**config.mk**
```make
export PLATFORM = sky130hd
export DESIGN_NAME = alu_top
export DESIGN_NICKNAME = d
export VERILOG_FILES = /design/src/logic/alu_pkg.sv /design/src/logic/alu_operand_if.sv /design/src/logic/fixed_point_unit.sv /design/src/logic/bit_manip_unit.sv /design/src/logic/alu_sequencer.sv /design/src/logic/alu_top.sv
export SDC_FILE = /design/constraint.sdc
export NUM_CORES = 1
export LEC_CHECK = 0
export BUFFER_PORTS_ARGS = -buffer_cell sky130_fd_sc_hd__buf_2
export CORE_MARGIN = 4
export CORE_UTILIZATION = 35
export CTS_CLUSTER_SIZE = 14
export DETAILED_ROUTE_END_ITERATION = 10
export MAX_ROUTING_LAYER = met4
export PLACE_DENSITY = 0.49
export SYNTH_ARGS = -nofsm -noshare
export SYNTH_HDL_FRONTEND = slang
export SYNTH_SLANG_ARGS = --single-unit
```
**constraint.sdc**
```tcl
create_clock -name i_clk -period 27.2 [get_ports i_clk]
set_input_delay 1.36 -clock i_clk [delete_from_list [all_inputs] [get_ports i_clk]]
set_output_delay 1.36 -clock i_clk [all_outputs]
set_load 0.03 [all_outputs]
```
**src/logic/alu_pkg.sv**
```systemverilog
package alu_pkg;

    // Q6.10 signed fixed point
    localparam int int_w  = 6;
    localparam int frac_w = 10;
    localparam int data_w = int_w + frac_w;
    localparam int inst_w = 4;
    localparam int prod_w = 2 * data_w;  // full product

    typedef logic signed [data_w-1:0] data_t;

    localparam data_t fx_max = 16'h7fff;
    localparam data_t fx_min = 16'h8000;

    localparam int lfsr_max_steps = 8;

    // opcodes 4, 8 and 9 have no datapath behind them and return zero
    typedef enum logic [inst_w-1:0] {
        OP_FXADD = 4'd0,
        OP_FXSUB = 4'd1,
        OP_FXMUL = 4'd2,
        OP_FXMAC = 4'd3,
        OP_GELU  = 4'd4,
        OP_CLZ   = 4'd5,
        OP_LRCW  = 4'd6,
        OP_LFSR  = 4'd7,
        OP_FPADD = 4'd8,
        OP_FPSUB = 4'd9
    } alu_op_e;

    typedef enum logic [1:0] {
        SEQ_RESET = 2'd0,  // busy, not valid
        SEQ_IDLE  = 2'd1,  // first cycle out of reset
        SEQ_BUSY  = 2'd2,
        SEQ_DONE  = 2'd3   // result valid
    } seq_state_e;

endpackage

```
**src/logic/alu_operand_if.sv**
```systemverilog
`timescale 1ns/1ps

interface alu_operand_if;

    alu_pkg::data_t   data_a;
    alu_pkg::data_t   data_b;
    alu_pkg::alu_op_e op;
    alu_pkg::data_t   acc;    // previous valid result

    modport issue (
        output data_a,
        output data_b,
        output op,
        output acc
    );

    modport uses (
        input data_a,
        input data_b,
        input op,
        input acc
    );

endinterface

```
**src/logic/fixed_point_unit.sv**
```systemverilog
`timescale 1ns/1ps

module fixed_point_unit (
    alu_operand_if.uses    i_ops,
    output alu_pkg::data_t o_result
);

    logic signed [alu_pkg::data_w:0]   sum;
    logic signed [alu_pkg::data_w:0]   diff;
    logic signed [alu_pkg::prod_w-1:0] prod;
    logic signed [alu_pkg::prod_w-1:0] acc_wide;
    logic signed [alu_pkg::prod_w-1:0] mac;

    // clamp a 17-bit sum back into 16 bits
    function automatic alu_pkg::data_t clamp_sum(
        input logic signed [alu_pkg::data_w:0] value
    );
        if (value[alu_pkg::data_w] != value[alu_pkg::data_w-1]) begin
            return value[alu_pkg::data_w] ? alu_pkg::fx_min : alu_pkg::fx_max;
        end
        return value[alu_pkg::data_w-1:0];
    endfunction

    // 32-bit product with 20 fraction bits down to Q6.10
    function automatic alu_pkg::data_t scale_prod(
        input logic signed [alu_pkg::prod_w-1:0] value
    );
        logic [alu_pkg::prod_w-alu_pkg::data_w-alu_pkg::frac_w:0] upper;
        alu_pkg::data_t trunc;

        // in range only if bits 31:25 are all sign
        upper = value[alu_pkg::prod_w-1:alu_pkg::data_w+alu_pkg::frac_w-1];
        if (!(&upper) && (|upper)) begin
            return value[alu_pkg::prod_w-1] ? alu_pkg::fx_min : alu_pkg::fx_max;
        end

        trunc = value[alu_pkg::data_w+alu_pkg::frac_w-1:alu_pkg::frac_w];

        // round half up, held at max rather than wrapping
        if (value[alu_pkg::frac_w-1] && (trunc != alu_pkg::fx_max)) begin
            trunc = trunc + 1'b1;
        end
        return trunc;
    endfunction

    assign sum      = i_ops.data_a + i_ops.data_b;
    assign diff     = i_ops.data_a - i_ops.data_b;
    assign prod     = i_ops.data_a * i_ops.data_b;
    assign acc_wide = i_ops.acc;                       // sign extended
    assign mac      = prod + (acc_wide <<< alu_pkg::frac_w);

    always_comb begin
        case (i_ops.op)
            alu_pkg::OP_FXADD: o_result = clamp_sum(sum);
            alu_pkg::OP_FXSUB: o_result = clamp_sum(diff);
            alu_pkg::OP_FXMUL: o_result = scale_prod(prod);
            alu_pkg::OP_FXMAC: o_result = scale_prod(mac);
            default:           o_result = '0;            // bit unit or dropped op
        endcase
    end

endmodule

```
**src/logic/bit_manip_unit.sv**
```systemverilog
`timescale 1ns/1ps

module bit_manip_unit (
    alu_operand_if.uses    i_ops,
    output alu_pkg::data_t o_result
);

    function automatic alu_pkg::data_t count_lz(input alu_pkg::data_t value);
        alu_pkg::data_t count;
        logic           seen;

        count = '0;
        seen  = 1'b0;
        for (int i = alu_pkg::data_w - 1; i >= 0; i--) begin
            if (value[i]) begin
                seen = 1'b1;
            end else if (!seen) begin
                count = count + 1'b1;
            end
        end
        return count;  // 16 for zero
    endfunction

    function automatic logic [$clog2(alu_pkg::data_w+1)-1:0] popcount(
        input alu_pkg::data_t value
    );
        logic [$clog2(alu_pkg::data_w+1)-1:0] count;

        count = '0;
        for (int i = 0; i < alu_pkg::data_w; i++) begin
            count = count + value[i];
        end
        return count;
    endfunction

    // rotate b left by popcount(a), wrapped bits come back inverted
    function automatic alu_pkg::data_t lrcw(
        input alu_pkg::data_t a,
        input alu_pkg::data_t b
    );
        logic [$clog2(alu_pkg::data_w+1)-1:0] n;
        logic [2*alu_pkg::data_w-1:0]         wide;

        n    = popcount(a);
        wide = {b, ~b} << n;
        return wide[2*alu_pkg::data_w-1:alu_pkg::data_w];
    endfunction

    function automatic alu_pkg::data_t lfsr_step(input alu_pkg::data_t value);
        logic fb;

        fb = value[15] ^ value[13] ^ value[12] ^ value[10];  // taps 16,14,13,11
        return {value[alu_pkg::data_w-2:0], fb};
    endfunction

    function automatic alu_pkg::data_t lfsr(
        input alu_pkg::data_t seed,
        input alu_pkg::data_t steps
    );
        alu_pkg::data_t state;

        if ($unsigned(steps) > alu_pkg::lfsr_max_steps) begin
            return '0;
        end
        state = seed;
        for (int i = 0; i < alu_pkg::lfsr_max_steps; i++) begin
            if (i < int'(steps)) begin
                state = lfsr_step(state);
            end
        end
        return state;
    endfunction

    always_comb begin
        case (i_ops.op)
            alu_pkg::OP_CLZ:  o_result = count_lz(i_ops.data_a);
            alu_pkg::OP_LRCW: o_result = lrcw(i_ops.data_a, i_ops.data_b);
            alu_pkg::OP_LFSR: o_result = lfsr(i_ops.data_a, i_ops.data_b);
            default:          o_result = '0;
        endcase
    end

endmodule

```
**src/logic/alu_sequencer.sv**
```systemverilog
`timescale 1ns/1ps

module alu_sequencer (
    input  logic               i_clk,
    input  logic               i_rst_n,
    input  alu_pkg::data_t     i_data_a,
    input  alu_pkg::data_t     i_data_b,
    input  alu_pkg::alu_op_e   i_inst,
    input  alu_pkg::data_t     i_fx_result,
    input  alu_pkg::data_t     i_bit_result,
    alu_operand_if.issue       o_ops,
    output alu_pkg::data_t     o_data,
    output logic               o_busy,
    output logic               o_valid
);

    alu_pkg::seq_state_e state_q;
    alu_pkg::seq_state_e state_d;
    alu_pkg::data_t      acc_q;

    assign o_ops.data_a = i_data_a;
    assign o_ops.data_b = i_data_b;
    assign o_ops.op     = i_inst;
    assign o_ops.acc    = acc_q;

    // units drive zero outside their own opcodes
    assign o_data = i_fx_result | i_bit_result;

    always_comb begin
        case (state_q)
            alu_pkg::SEQ_RESET: state_d = alu_pkg::SEQ_IDLE;
            alu_pkg::SEQ_IDLE:  state_d = alu_pkg::SEQ_BUSY;
            alu_pkg::SEQ_BUSY:  state_d = alu_pkg::SEQ_DONE;
            alu_pkg::SEQ_DONE:  state_d = alu_pkg::SEQ_BUSY;
            default:            state_d = alu_pkg::SEQ_BUSY;
        endcase
    end

    always_ff @(posedge i_clk or negedge i_rst_n) begin
        if (!i_rst_n) begin
            state_q <= alu_pkg::SEQ_RESET;
            acc_q   <= '0;
        end else begin
            state_q <= state_d;
            if (state_q == alu_pkg::SEQ_DONE) begin
                acc_q <= o_data;  // keep last valid result for mac
            end
        end
    end

    assign o_busy  = (state_q == alu_pkg::SEQ_RESET) || (state_q == alu_pkg::SEQ_BUSY);
    assign o_valid = (state_q == alu_pkg::SEQ_DONE);

endmodule

```
**src/logic/alu_top.sv**
```systemverilog
`timescale 1ns/1ps

module alu_top (
    input  logic        i_clk,
    input  logic        i_rst_n,
    input  logic [15:0] i_data_a,
    input  logic [15:0] i_data_b,
    input  logic [3:0]  i_inst,
    output logic        o_valid,
    output logic        o_busy,
    output logic [15:0] o_data
);

    alu_pkg::data_t fx_result;
    alu_pkg::data_t bit_result;

    alu_operand_if ops_if ();

    alu_sequencer seq0 (
        .i_clk        (i_clk),
        .i_rst_n      (i_rst_n),
        .i_data_a     (i_data_a),
        .i_data_b     (i_data_b),
        .i_inst       (alu_pkg::alu_op_e'(i_inst)),  // codes 10..15 pass through
        .i_fx_result  (fx_result),
        .i_bit_result (bit_result),
        .o_ops        (ops_if.issue),
        .o_data       (o_data),
        .o_busy       (o_busy),
        .o_valid      (o_valid)
    );

    fixed_point_unit fx0 (
        .i_ops    (ops_if.uses),
        .o_result (fx_result)
    );

    bit_manip_unit bit0 (
        .i_ops    (ops_if.uses),
        .o_result (bit_result)
    );

endmodule

```
; Yosys cells after proc, flatten, opt, wreduce, memory -nomap -nowiden
; Cells that the tools add are included.
[op_classes]
addsub = 35
n_mul = 1
n_div = 0
order_cmp = 9
n_eq_ne = 13
shift = 1
mux = 127
bitwise = 26
n_reduce_logical = 14
[op_table]
columns = cell, count
row1 = 16-bit two-way mux, 83
row2 = 16-bit by 1-bit adder with 16-bit output (second input constant), 17
row3 = 5-bit by 1-bit adder with 5-bit output, 14
row4 = 4-bit by 16-bit < comparator with 1-bit output (first input constant), 4
row5 = 16-bit case mux with 4 select lines, 1
row6 = 16-bit case mux with 3 select lines, 1
row7 = 1-bit two-way mux, 41
row8 = 32-bit by 26-bit adder with 32-bit output, 1
row9 = 3-bit by 16-bit < comparator with 1-bit output (first input constant), 2
row10 = 16-bit by 16-bit multiplier with 32-bit output, 1
row11 = 16-bit inequality test (second input constant), 2
row12 = 32-bit by 5-bit left shift with 32-bit output, 1
row13 = 1-bit bitwise XOR, 24
row14 = 16-bit by 16-bit adder with 17-bit output, 1
row15 = 16-bit by 16-bit subtractor with 17-bit output, 1
row16 = 16-bit by 4-bit greater-than comparator with 1-bit output (second input constant), 1
row17 = 1-bit by 16-bit < comparator with 1-bit output (first input constant), 1
row18 = 2-bit by 16-bit < comparator with 1-bit output (first input constant), 1
row19 = 16-bit NOT, 1
row20 = 16-bit OR, 1
row21 = 7-bit AND reduction, 2
row22 = 7-bit OR reduction, 2
row23 = 4-bit by 3-bit equality test with 1-bit output (second input constant), 3
row24 = 4-bit by 2-bit equality test with 1-bit output (second input constant), 2
row25 = 12 further kinds, 18
[totals]
regBits = 18
latch_bits = 0
ramBits = 0
rom_bits = 0
input_bits = 38
out_inout_bits = 18
mem_count = 0

; Longest topological paths before layout
; Gate-level depths: netlist of run 1.
[logic_depth]
depth_word = 63
ltp_mapped = 52
mapped_depth_nobuf = 51

; Modules after synthesis
; A second synthesis of run 1 with hierarchy kept.
[hier_totals]
hier_cells = 2878
area_unflattened_um2 = 22176.3
[by_module_without_submodules]
columns = mod, n_inst, cells_each, area_per_inst_um2, seq_area_each_um2
row1 = fixed_point_unit, 1, 1852, 15093.2, 0.0
row2 = bit_manip_unit, 1, 934, 5994.5, 0.0
row3 = alu_sequencer, 1, 92, 1088.5, 450.4

; Worst setup path after synthesis of run 1
; No wires, ideal clock.
[synth_path]
path_type = input port to output port
from = input port i_data_b[15]
to = output port o_data[9]
arrival_time_ns = 11.087
path_slack_ns = 14.753
path_stages = 41
n_path_buf = 8
path_cell_list = clkbuf_1 -> buf_1 -> clkbuf_1 -> buf_1 -> buf_1 -> nand2_1 -> fa_1 -> fa_1 -> inv_1 -> fa_1 -> inv_1 -> fa_1 -> fa_1 -> inv_1 -> fa_1 -> ha_1 -> clkbuf_1 -> o21a_1 -> [... 5 more ...] -> xor2_1 -> inv_1 -> ha_1 -> clkbuf_1 -> a21o_1 -> a21o_1 -> a21oi_1 -> nor2_1 -> a2111oi_0 -> xnor2_1 -> or4_1 -> nor3_1 -> mux2i_1 -> clkbuf_1 -> o21ai_0 -> o221ai_1 -> a211oi_1 -> nand2_1
[synth_via]
elab_chain_len = 26
word_cells_on_any_way = 81
[synth_lines]
columns = item, line
row1 = from (decl), alu_top.sv:7  ; input logic [15:0] i_data_b,
row2 = branches (longest 25 deep; another with 16-bit by 16-bit multiplier with 32-bit output), n/a
row3 = 16-bit OR (*), alu_sequencer.sv:27  ; assign o_data = i_fx_result | i_bit_result;
row4 = to (decl), alu_top.sv:11  ; output logic [15:0] o_data
; Mark *: on every way between the ends. The select of a mux whose other input is x is not followed.

; Worst setup path after layout of run 1
[layout_path]
from = input port i_data_a[13]
to = output port o_data[2]
[layout_via]
elab_chain_len = 55
word_cells_on_any_way = 167
[layout_lines]
columns = item, line
row1 = from (decl), alu_top.sv:6  ; input logic [15:0] i_data_a,
row2 = 16-bit two-way mux, bit_manip_unit.sv:15  ; if (value[i]) begin
row3 = 16-bit two-way mux, bit_manip_unit.sv:75  ; case (i_ops.op)
row4 = 16-bit by 1-bit adder with 16-bit output, bit_manip_unit.sv:18  ; count = count + 1'b1;
row5 = 16-bit two-way mux, bit_manip_unit.sv:17  ; end else if (!seen) begin
row6 = 16-bit two-way mux, bit_manip_unit.sv:15
row7 = 16-bit two-way mux, bit_manip_unit.sv:75
row8 = 16-bit by 1-bit adder with 16-bit output, bit_manip_unit.sv:18
row9 = 16-bit two-way mux, bit_manip_unit.sv:17
row10 = [... 39 more ...], n/a
row11 = 16-bit two-way mux, bit_manip_unit.sv:17
row12 = 16-bit two-way mux, bit_manip_unit.sv:15
row13 = 16-bit two-way mux, bit_manip_unit.sv:75
row14 = 16-bit by 1-bit adder with 16-bit output, bit_manip_unit.sv:18
row15 = 16-bit two-way mux, bit_manip_unit.sv:17
row16 = 16-bit two-way mux, bit_manip_unit.sv:15
row17 = 16-bit case mux with 3 select lines, bit_manip_unit.sv:75
row18 = 16-bit OR (*), alu_sequencer.sv:27
; Mark *: on every way between the ends. The rest lies on a longest branch, timed or not. The select of a mux whose other input is x is not followed.

==> results of run 1 <==
[per-layer routing]
layer	vias to the layer above	GRT usage (%)	share of wire (%)
li1	8439	-	-
met1	8928	33.5	45
met2	567	40.4	47
met3	127	1.41	4.7
met4	0	7.91	4.1
met5	-	-	0
[placed cells by master, fill, tap and decap left out, types with 13 or more instances in the layout]
| cell | netlist | layout |
|---|---|---|
| fa_1 | 274 | 274 |
| mux2_2 | 19 | 19 |
| o21ai_0 | 123 | 123 |
| and3_1 | 17 | 17 |
| nor4_1 | 19 | 19 |
| nand4_1 | 18 | 18 |
| a21oi_1 | 175 | 175 |
| nor2b_1 | 22 | 22 |
| nand2_1 | 297 | 297 |
| nand2b_1 | 25 | 25 |
| buf_4 | 0 | 28 |
| a21o_1 | 22 | 22 |
| nand3_1 | 40 | 40 |
| and2_1 | 44 | 44 |
| o221ai_1 | 13 | 13 |
| ha_1 | 153 | 153 |
| xnor2_1 | 109 | 109 |
| dfrtp_1 | 18 | 18 |
| a2111oi_0 | 14 | 14 |
| o22ai_1 | 18 | 18 |
| xor2_1 | 56 | 56 |
| buf_2 | 3 | 55 |
| a31oi_1 | 26 | 26 |
| nor3_1 | 41 | 41 |
| inv_1 | 363 | 363 |
| nor2_1 | 256 | 256 |
| o21a_1 | 23 | 23 |
| a211oi_1 | 20 | 20 |
| mux2i_1 | 29 | 29 |
[registers in the layout, indices dropped and copies added (netlist names)]
register / count
seq0.state_q: 2
seq0.o_ops.acc: 16
[metrics by stage]
| stage | hold slack (ns) | util (%) | setup slack [ns] | area [µm²] | std cells |
|---|---|---|---|---|---|
| final | 0.440 | 37.3 | 13.27 | 20200 | 3218 |
| after global routing | 0.473 | 37.3 | 12.31 | 20200 | 3218 |
| after CTS | 0.446 | 37.3 | 13.33 | 20200 | 3218 |
| after detailed placement | 0.438 | 37.2 | 13.35 | 20200 | 3214 |
| after global placement | 0.423 | 37.2 | 13.54 | 20200 | 3214 |
| after floorplan | 0.430 | - | 14.75 | 19300 | 2568 |
[cell type report]
cell class / instances / area share, %
clock buffer: 4 / 0.439
tap: 696 / 4.30
multi-input combinational: 2042 / 83.7
timing repair buffer: 83 / 2.40
inverter: 375 / 6.95
sequential: 18 / 2.22
[cell families (layout without fill, tap and decap cells)]
group	count (synthesis)	after routing	synth area share, %
and+or+nand+nor	843	843	20.1
AOI/OAI and AO/OA	550	550	18.2
buffers and inverters	508	462	9.98
adders and majority gates	427	427	38.3
xor gates and xnor gates	170	170	7.97
muxes	52	52	3.04
DFF	18	18	2.33
[worst min path at each step]
| stage | from | slack (ns) | end |
|---|---|---|---|
| global placement | seq0.state_q[0] | 0.42 | seq0.state_q[0] |
| global route | seq0.state_q[1] | 0.47 | seq0.state_q[1] |
| finish | seq0.state_q[0] | 0.44 | seq0.state_q[0] |
| detailed placement | seq0.state_q[0] | 0.44 | seq0.state_q[0] |
| CTS | seq0.state_q[0] | 0.45 | seq0.state_q[0] |
| floorplan | seq0.state_q[1] | 0.43 | seq0.state_q[1] |
==> summary.txt, run 1 <==
Final layout
  • Area of the multi-input gates: 0.0169 mm²
  • Synth-to-Final Area Change: 4.83%
  • Share of cells above drive strength 1: 5.91%
  • Storage cell area: 450 µm²
  • Filler cells: 5,700
  • Layout Nets: 2,988
  • Ant diodes: 0

Worst setup path
  • Reg-to-reg slack, setup: 22.05 ns
  • Bufs and invs on worst path: 5
  • FF-to-FF path depth: 18
  • Worst Setup End Kind: output pin
  • Startpoint Class: primary input
  • CP Max Fanout: 22
  • CP max stage delay: 0.61 ns
  • CP startpoint: i_data_a[13]
  • Family with the most delay on the worst path: adder cells
  • CP Class: in -> out
  • Setup crit end: o_data[2]
  • RR Startpoint: seq0.o_ops.acc[0]
  • Worst Path Arrival: 12.57 ns
  • Top cell by count, worst path: ha_1
  • Instance count on the critical path: 52
  • Reg-to-reg endpoint: seq0.o_ops.acc[15]
  • Slowest CP cell: clkinv_1
  • Critical Path RT: 25.84 ns

Route
  • DR iter-0 viols: 1,476
  • Vias per inst: 5.61
  • Detailed Routing Iterations Pass 1: 6
  • DRT antenna net count: 0
  • Drt wl/cell: 22.3 µm
  • DRT Wirelength: 71,700 µm
  • Via Count: 18,100
  • DR DRC count: 0

Global route
  • Largest net degree at the start of global routing: 53
  • All-Layer GR Usage: 24.9%
  • First-pass GRT wire length: 112,000 µm
  • Initial antenna violation count: 1
  • Vias in the first global route: 18,600
  • Grt ovf: 0

Clocking
  • Htree depth: 1
  • Sink Count: 18
  • Clock Root Buffer: clkbuf_16
  • Setup Buffers After CTS: 0
  • Clk pin slew, worst setup/hold paths: 0.05 ns
  • CTS tree: done
  • Hold_buf cts: 0
  • Skew-Pair Late Insertion Delay: 0.26 ns
  • Num CTS Buffers: 3
  • Cts repair resizes: 0
  • Maximum root-to-sink buffer count: 2

Logic synthesis
  • Top-count cell post-synth: inv_1
  • Ranking of synthesized cells by area: fa_1, ha_1, inv_1
  • Cell taking the most area after synthesis: fa_1
  • Post-synthesis cell type count: 92
  • Post-synth top cells: inv_1, nand2_1, fa_1
  • Share of Yosys cell area claimed by the top area cell type: 28.4%
  • Syn Nets: 3,033
  • Ys Warns: 0
  • Synth Register Bits: 18
  • Post-Synthesis Cell Area: 0.0193 mm²
  • Post-synth top flop: dfrtp_1
  • EDFF count, synth: 0
  • Post-Synthesis Cells: 2,568
  • Register area share after synthesis: 2.33%
  • Ys async rst share: 100%
  • Avg Cell Area, Syn: 7.52 µm²

STA
  • Slew @ Worst Pin: 1.22 ns
  • Peak Freq: 0.0718 GHz
  • RSZ-0062 raised after global routing: no
  • Setup TNS: 0 ns
  • Period utilisation layout: 51.2%
  • Final Critical Period: 13.93 ns
  • Clk_skew: 0.00270 ns
  • Setup-failing EPs final: 0
  • Slew margin rel.: 17.8%
  • Max-slew violations: 0
  • Final number of hold-violating endpoints: 0

Floorplan
  • Row cnt: 85
  • Die H: 243 µm
  • Die Span X: 243 µm
  • Core ar.: 0.0542 mm²
  • Initial Util: 35.6%
  • Die ar.: 0.0590 mm²
  • Io pins: 56

Hold path
  • HP Class: reg -> reg
  • Hold depth: 1

Placement
  • PortBufs: 55
  • RD Place Congestion: 0.948
  • Final HPWL DP: 57,700 µm

Run status
  • Status: finished, final reports clean

Job
  • Max_cap viols: 0
Power of run 1 is left out: the tool's default activity adds up to more than one toggle a clock period on the data nets, which glitch-free logic cannot reach.
==> run 2: changes to the inputs <==
- PLACE_DENSITY: 0.49 -> 0.51
- clock period: 27.2 -> 11.8 ns (I/O delays scaled with it)
==> run 2 against run 1 <==
Global-route usage decreased by 0.17 points. Wire length about the same. Final cell count increased by 2.0%. Clock skew is essentially flat. Sequential share of layout area is 0.057 points lower. Cell area grew 2.6%. Die area is the same. First-iteration DRC count is 3.0% higher. Critical path depth fell by 17. Worst setup slack lost 13 ns. Via count up 2.9%. Highest routed layer unchanged.
==> summary.txt, run 2 (synthesis gave the netlist of run 1 again) <==
Final layout
  • Layout Nets: 3,052
  • Fin util: 38.3%
  • Ant diodes: 0
  • Area of the multi-input gates: 0.0170 mm²
  • Non-filler cells, final: 3,282
  • Storage cell area: 450 µm²
  • Share of cells above drive strength 1: 8.55%
  • Max reg flops: 16
  • Most common cell after layout, fill and taps aside: inv_1
  • Most frequent cells in the layout: inv_1, nand2_1, fa_1, nor2_1, a21oi_1
  • Synth-to-Final Area Change: 7.60%
  • Filler cells: 5,748

Global route
  • Largest net degree at the start of global routing: 37
  • Initial antenna violation count: 1
  • Vias in the first global route: 18,600
  • Busiest grt layer: met2
  • All-Layer GR Usage: 24.7%
  • Grt ovf: 0
  • Met1 usage in global routing: 33.3%
  • Grt met3 use: 2.07%
  • First-pass GRT wire length: 112,000 µm
  • Met2 Usage GRT: 40.5%

Worst setup path
  • CP startpoint: i_data_a[2]
  • CP max stage delay: 0.56 ns
  • CP Class: in -> out
  • Worst Setup End Kind: output pin
  • Worst Path Arrival: 10.66 ns
  • Reg-to-reg slack, setup: 6.86 ns
  • Family with the most delay on the worst path: adder cells
  • Slowest CP cell: fa_1
  • CP Max Fanout: 19
  • Bufs and invs on worst path: 7
  • FF-to-FF path depth: 19
  • Reg-to-reg endpoint: seq0.o_ops.acc[6]
  • Setup crit end: o_data[6]
  • Instance count on the critical path: 35
  • Critical Path RT: 11.21 ns
  • Top cell by count, worst path: fa_1
  • RR Startpoint: seq0.o_ops.acc[0]
  • Startpoint Class: primary input

STA
  • Final number of hold-violating endpoints: 0
  • Peak Freq: 0.0889 GHz
  • Max-slew violations: 0
  • Slew margin rel.: 32.8%
  • Final Critical Period: 11.25 ns
  • Min Hold Slack: 0.269 ns
  • Setup-failing EPs final: 0
  • Worst setup margin: 0.549 ns
  • Slew @ Worst Pin: 0.995 ns
  • Clk_skew: 0.00298 ns
  • Period utilisation layout: 95.4%

Clocking
  • CTS tree: done
  • Num CTS Buffers: 3
  • Clock Root Buffer: clkbuf_16
  • Htree depth: 1
  • Maximum root-to-sink buffer count: 2
  • Sink Count: 18
  • Clk pin slew, worst setup/hold paths: 0.06 ns
  • Hold_buf cts: 0
  • Skew-Pair Late Insertion Delay: 0.25 ns

Floorplan
  • Core ar.: 0.0542 mm²
  • Die Span X: 243 µm
  • Row cnt: 85
  • Initial Util: 35.6%
  • Io pins: 56
  • Die ar.: 0.0590 mm²
  • Die H: 243 µm

Placement
  • Placement Setup Slack: 0.0764 ns
  • RD Place Congestion: 0.973
  • PortBufs: 55
  • Final HPWL DP: 59,200 µm
  • DP Cell Count: 3,275

Hold path
  • HP Class: in -> async

Route
  • DR iter-0 viols: 1,520
  • Detailed Routing Iterations Pass 1: 6
  • Drt wl/cell: 21.9 µm
  • Via Count: 18,600
  • Vias per inst: 5.66
  • DRT Wirelength: 71,700 µm
  • DRT antenna net count: 0
  • DR DRC count: 0

Run status
  • Status: finished, final reports clean

Job
  • Max_cap viols: 0
-- run 2: repair_timing --
item	in CTS	in global routing
endpoints found under the setup margin	0	16
gates resized for setup	0	14
setup buffers	0	3
hold endpoints to repair	0	0
-- run 2: area by class of cell --
type | count | share of cell area [%]
Timing Repair Buffer | 147 | 4.69
Inverter | 375 | 6.79
Clock buffer | 4 | 0.427
Multi-Input combinational cell | 2042 | 81.7
Sequential cell | 18 | 2.17
Tap cell | 696 | 4.19
-- run 2: stage by stage --
| stage | setup TNS, ns | cell area, µm² |
|---|---|---|
| 6_report | 0 | 20800 |
| 5_1_grt | -0.00604 | 20800 |
| 4_1_cts | 0 | 20700 |
| 3_5_place_dp | 0 | 20600 |
| 3_3_place_gp | 0 | 20600 |
| 2_1_floorplan | 0 | 19300 |
-- run 2: metal layers --
| metal | wire length, µm | up-vias |
|---|---|---|
| met1 | 31700 | 9274 |
| met4 | 2270 | 0 |
| met5 | 0 | - |
| met3 | 4200 | 107 |
| li1 | - | 8563 |
| met2 | 33600 | 639 |
-- run 2: how the worst min path moves through the flow --
stage               slack, ns  cells after the start                 to
floorplan                0.29                      0  seq0.o_ops.acc[0]
global placement         0.42                      1    seq0.state_q[0]
detailed placement       0.43                      1    seq0.state_q[0]
CTS                      0.28                      1  seq0.o_ops.acc[2]
global route             0.30                      1  seq0.o_ops.acc[4]
finish                   0.27                      1  seq0.o_ops.acc[4]
Power of run 2 is left out for the same reason.
==> run 3: changes to the inputs <==
- MAX_ROUTING_LAYER: met4 -> not set
- PLACE_DENSITY: 0.51 -> 0.5
- SYNTH_HIERARCHICAL: not set -> 1
==> run 3 against run 2 <==
Wire length is 9.3% higher. Register-to-register slack better by 0.16 ns. First-iteration DRC count is 0.53% lower. Maximum frequency is 0.76% higher. Sequential cell count stayed put. Critical endpoint is now o_data[4]. Via count is 11% higher.
==> summary.txt, run 3 <==
Clocking
  • Skew-Pair Late Insertion Delay: 0.24 ns
  • CTS tree: done
  • Clk pin slew, worst setup/hold paths: 0.05 ns
  • Htree depth: 1
  • Maximum root-to-sink buffer count: 2
  • Sink Count: 18
  • Clock Root Buffer: clkbuf_16
  • Num CTS Buffers: 3
  • Hold_buf cts: 0

Logic synthesis
  • Post-Synthesis Cells: 2,878
  • Post-synth top cells: inv_1, nand2_1, fa_1
  • Synth Register Bits: 18
  • EDFF count, synth: 0
  • Post-synthesis cell type count: 121
  • Syn Nets: 3,346
  • Post-synth top flop: dfrtp_1
  • Ys async rst share: 100%
  • Ys Warns: 6
  • Share of Yosys cell area claimed by the top area cell type: 24.6%
  • Post-Synthesis Cell Area: 0.0222 mm²
  • Top-count cell post-synth: inv_1
  • Avg Cell Area, Syn: 7.71 µm²
  • Ranking of synthesized cells by area: fa_1, ha_1, inv_1
  • Cell taking the most area after synthesis: fa_1
  • Register area share after synthesis: 2.03%

Route
  • Via Count: 20,700
  • Vias per inst: 5.68
  • Drt wl/cell: 21.5 µm
  • DR iter-0 viols: 1,512
  • DRT antenna net count: 0
  • Detailed Routing Iterations Pass 1: 5
  • DRT Wirelength: 78,400 µm
  • DR DRC count: 0

Floorplan
  • Row cnt: 92
  • Core ar.: 0.0629 mm²
  • Die H: 260 µm
  • Io pins: 56
  • Initial Util: 35.3%
  • Die Span X: 260 µm
  • Die ar.: 0.0675 mm²

STA
  • RSZ-0062 raised after global routing: no
  • Clk_skew: 0.00256 ns
  • Slew @ Worst Pin: 1.11 ns
  • Setup TNS: 0 ns
  • Final Critical Period: 11.17 ns
  • Slew margin rel.: 26.1%
  • Setup-failing EPs final: 0
  • Peak Freq: 0.0896 GHz
  • Max-slew violations: 0
  • Final number of hold-violating endpoints: 0
  • Period utilisation layout: 94.6%

Worst setup path
  • Worst Setup End Kind: output pin
  • Top cell by count, worst path: fa_1
  • Slowest CP cell: fa_1
  • CP Class: in -> out
  • CP Max Fanout: 20
  • Critical Path RT: 11.21 ns
  • Startpoint Class: primary input
  • CP max stage delay: 0.55 ns
  • Reg-to-reg slack, setup: 7.02 ns
  • Worst Path Arrival: 10.58 ns

Hold path
  • HP Class: in -> async

Global route
  • Grt ovf: 0
  • First-pass GRT wire length: 124,000 µm
  • Initial antenna violation count: 1
  • Largest net degree at the start of global routing: 41
  • Vias in the first global route: 21,400
  • All-Layer GR Usage: 23.1%

Placement
  • RD Place Congestion: 0.922
  • PortBufs: 55
  • Final HPWL DP: 63,000 µm

Final layout
  • Synth-to-Final Area Change: 3.67%
  • Max reg flops: 16
  • Layout Nets: 3,267
  • Most common cell after layout, fill and taps aside: inv_1
  • Share of cells above drive strength 1: 8.44%
  • Most frequent cells in the layout: inv_1, nand2_1, fa_1, nor2_1, ha_1

Run status
  • Status: finished, final reports clean

Job
  • Max_cap viols: 0
==> run 3: cell count changes after synthesis, sizes merged, moves of 12 or more <==
cell    previous run  this run
o211ai            12        42
nor3              43        58
a211oi            22        51
and2              44       114
nand4             18        31
or2               14        28
nor2             256       207
nand3             41        53
a21oi            175       149
a31oi             27        43
buf               19        71
o21ai            125       154
inv              368       396
==> run 3: through the flow <==
| stage | setup slack, ns | util (%) | instance area [µm²] | hold slack (ns) | std cells |
|---|---|---|---|---|---|
| 3_5_place_dp | 0.418 | 36.4 | 22900 | 0.454 | 3639 |
| 6_report | 0.633 | 36.6 | 23000 | 0.268 | 3644 |
| 3_3_place_gp | 0.700 | 36.4 | 22900 | 0.447 | 3639 |
| 2_1_floorplan | 1.31 | - | 22200 | 0.294 | 2878 |
| 4_1_cts | 0.398 | 36.5 | 23000 | 0.283 | 3642 |
| 5_1_grt | 0.0191 | 36.6 | 23000 | 0.300 | 3643 |
==> run 3: critical path: cells and delay by family <==
kind,cells,cell delay (ns)
buffers and inverters,6,0.99
AO/OA/AOI/OAI,11,2.92
XOR/XNOR,1,0.34
AND/OR/NAND/NOR,3,1.26
adder cells (fa/ha/maj),9,4.19
multiplexers,1,0.23
==> run 3: layout make-up <==
cell class / count / area, µm²
timing repair buffer: 93 / 563
fill: 6749 / 39900
antenna: 1 / 2.50
sequential: 18 / 450
multi-input combinational: 2287 / 19400
clock buffer: 3 / 75.1
tap: 846 / 1060
inverter: 396 / 1490
==> run 3: cells by family after synthesis <==
kind of cell,Yosys count,share of synthesized area (%)
buf+inv,573,10.8
xor+xnor,168,7.29
compound gates,673,21.2
flops,18,2.03
mux,65,3.33
fa+ha+maj,430,33.5
simple gates,951,21.9
==> run 3: layer usage <==
metal	vias up	track usage, %	part of all wire [%]
met2	630	41.7	50
met4	0	8.75	4.3
met5	-	0	0
met3	163	1.37	4.1
met1	10300	28.9	42
li1	9599	-	-
==> run 3: final timing paths <==
check	endpoint	start	depth (start not counted)
worst max register to register	seq0/o_ops.acc[1]	seq0/o_ops.acc[0]	15
worst max-delay path	o_data[4]	i_data_b[9]	31
min in group i_clk	seq0/state_q[0]	seq0/state_q[0]	1
worst min-delay path	seq0/state_q[0]	i_rst_n	1
worst min register to register	seq0/state_q[0]	seq0/state_q[0]	1
max in group asynchronous	seq0/o_ops.acc[4]	i_rst_n	1
==> run 3: repair_timing <==
| item | in CTS | in global routing |
|---|---|---|
| setup buffers | 0 | 1 |
| resized for setup | 0 | 4 |
| endpoints found under the setup margin | 0 | 15 |
Power of run 3 is left out for the same reason.
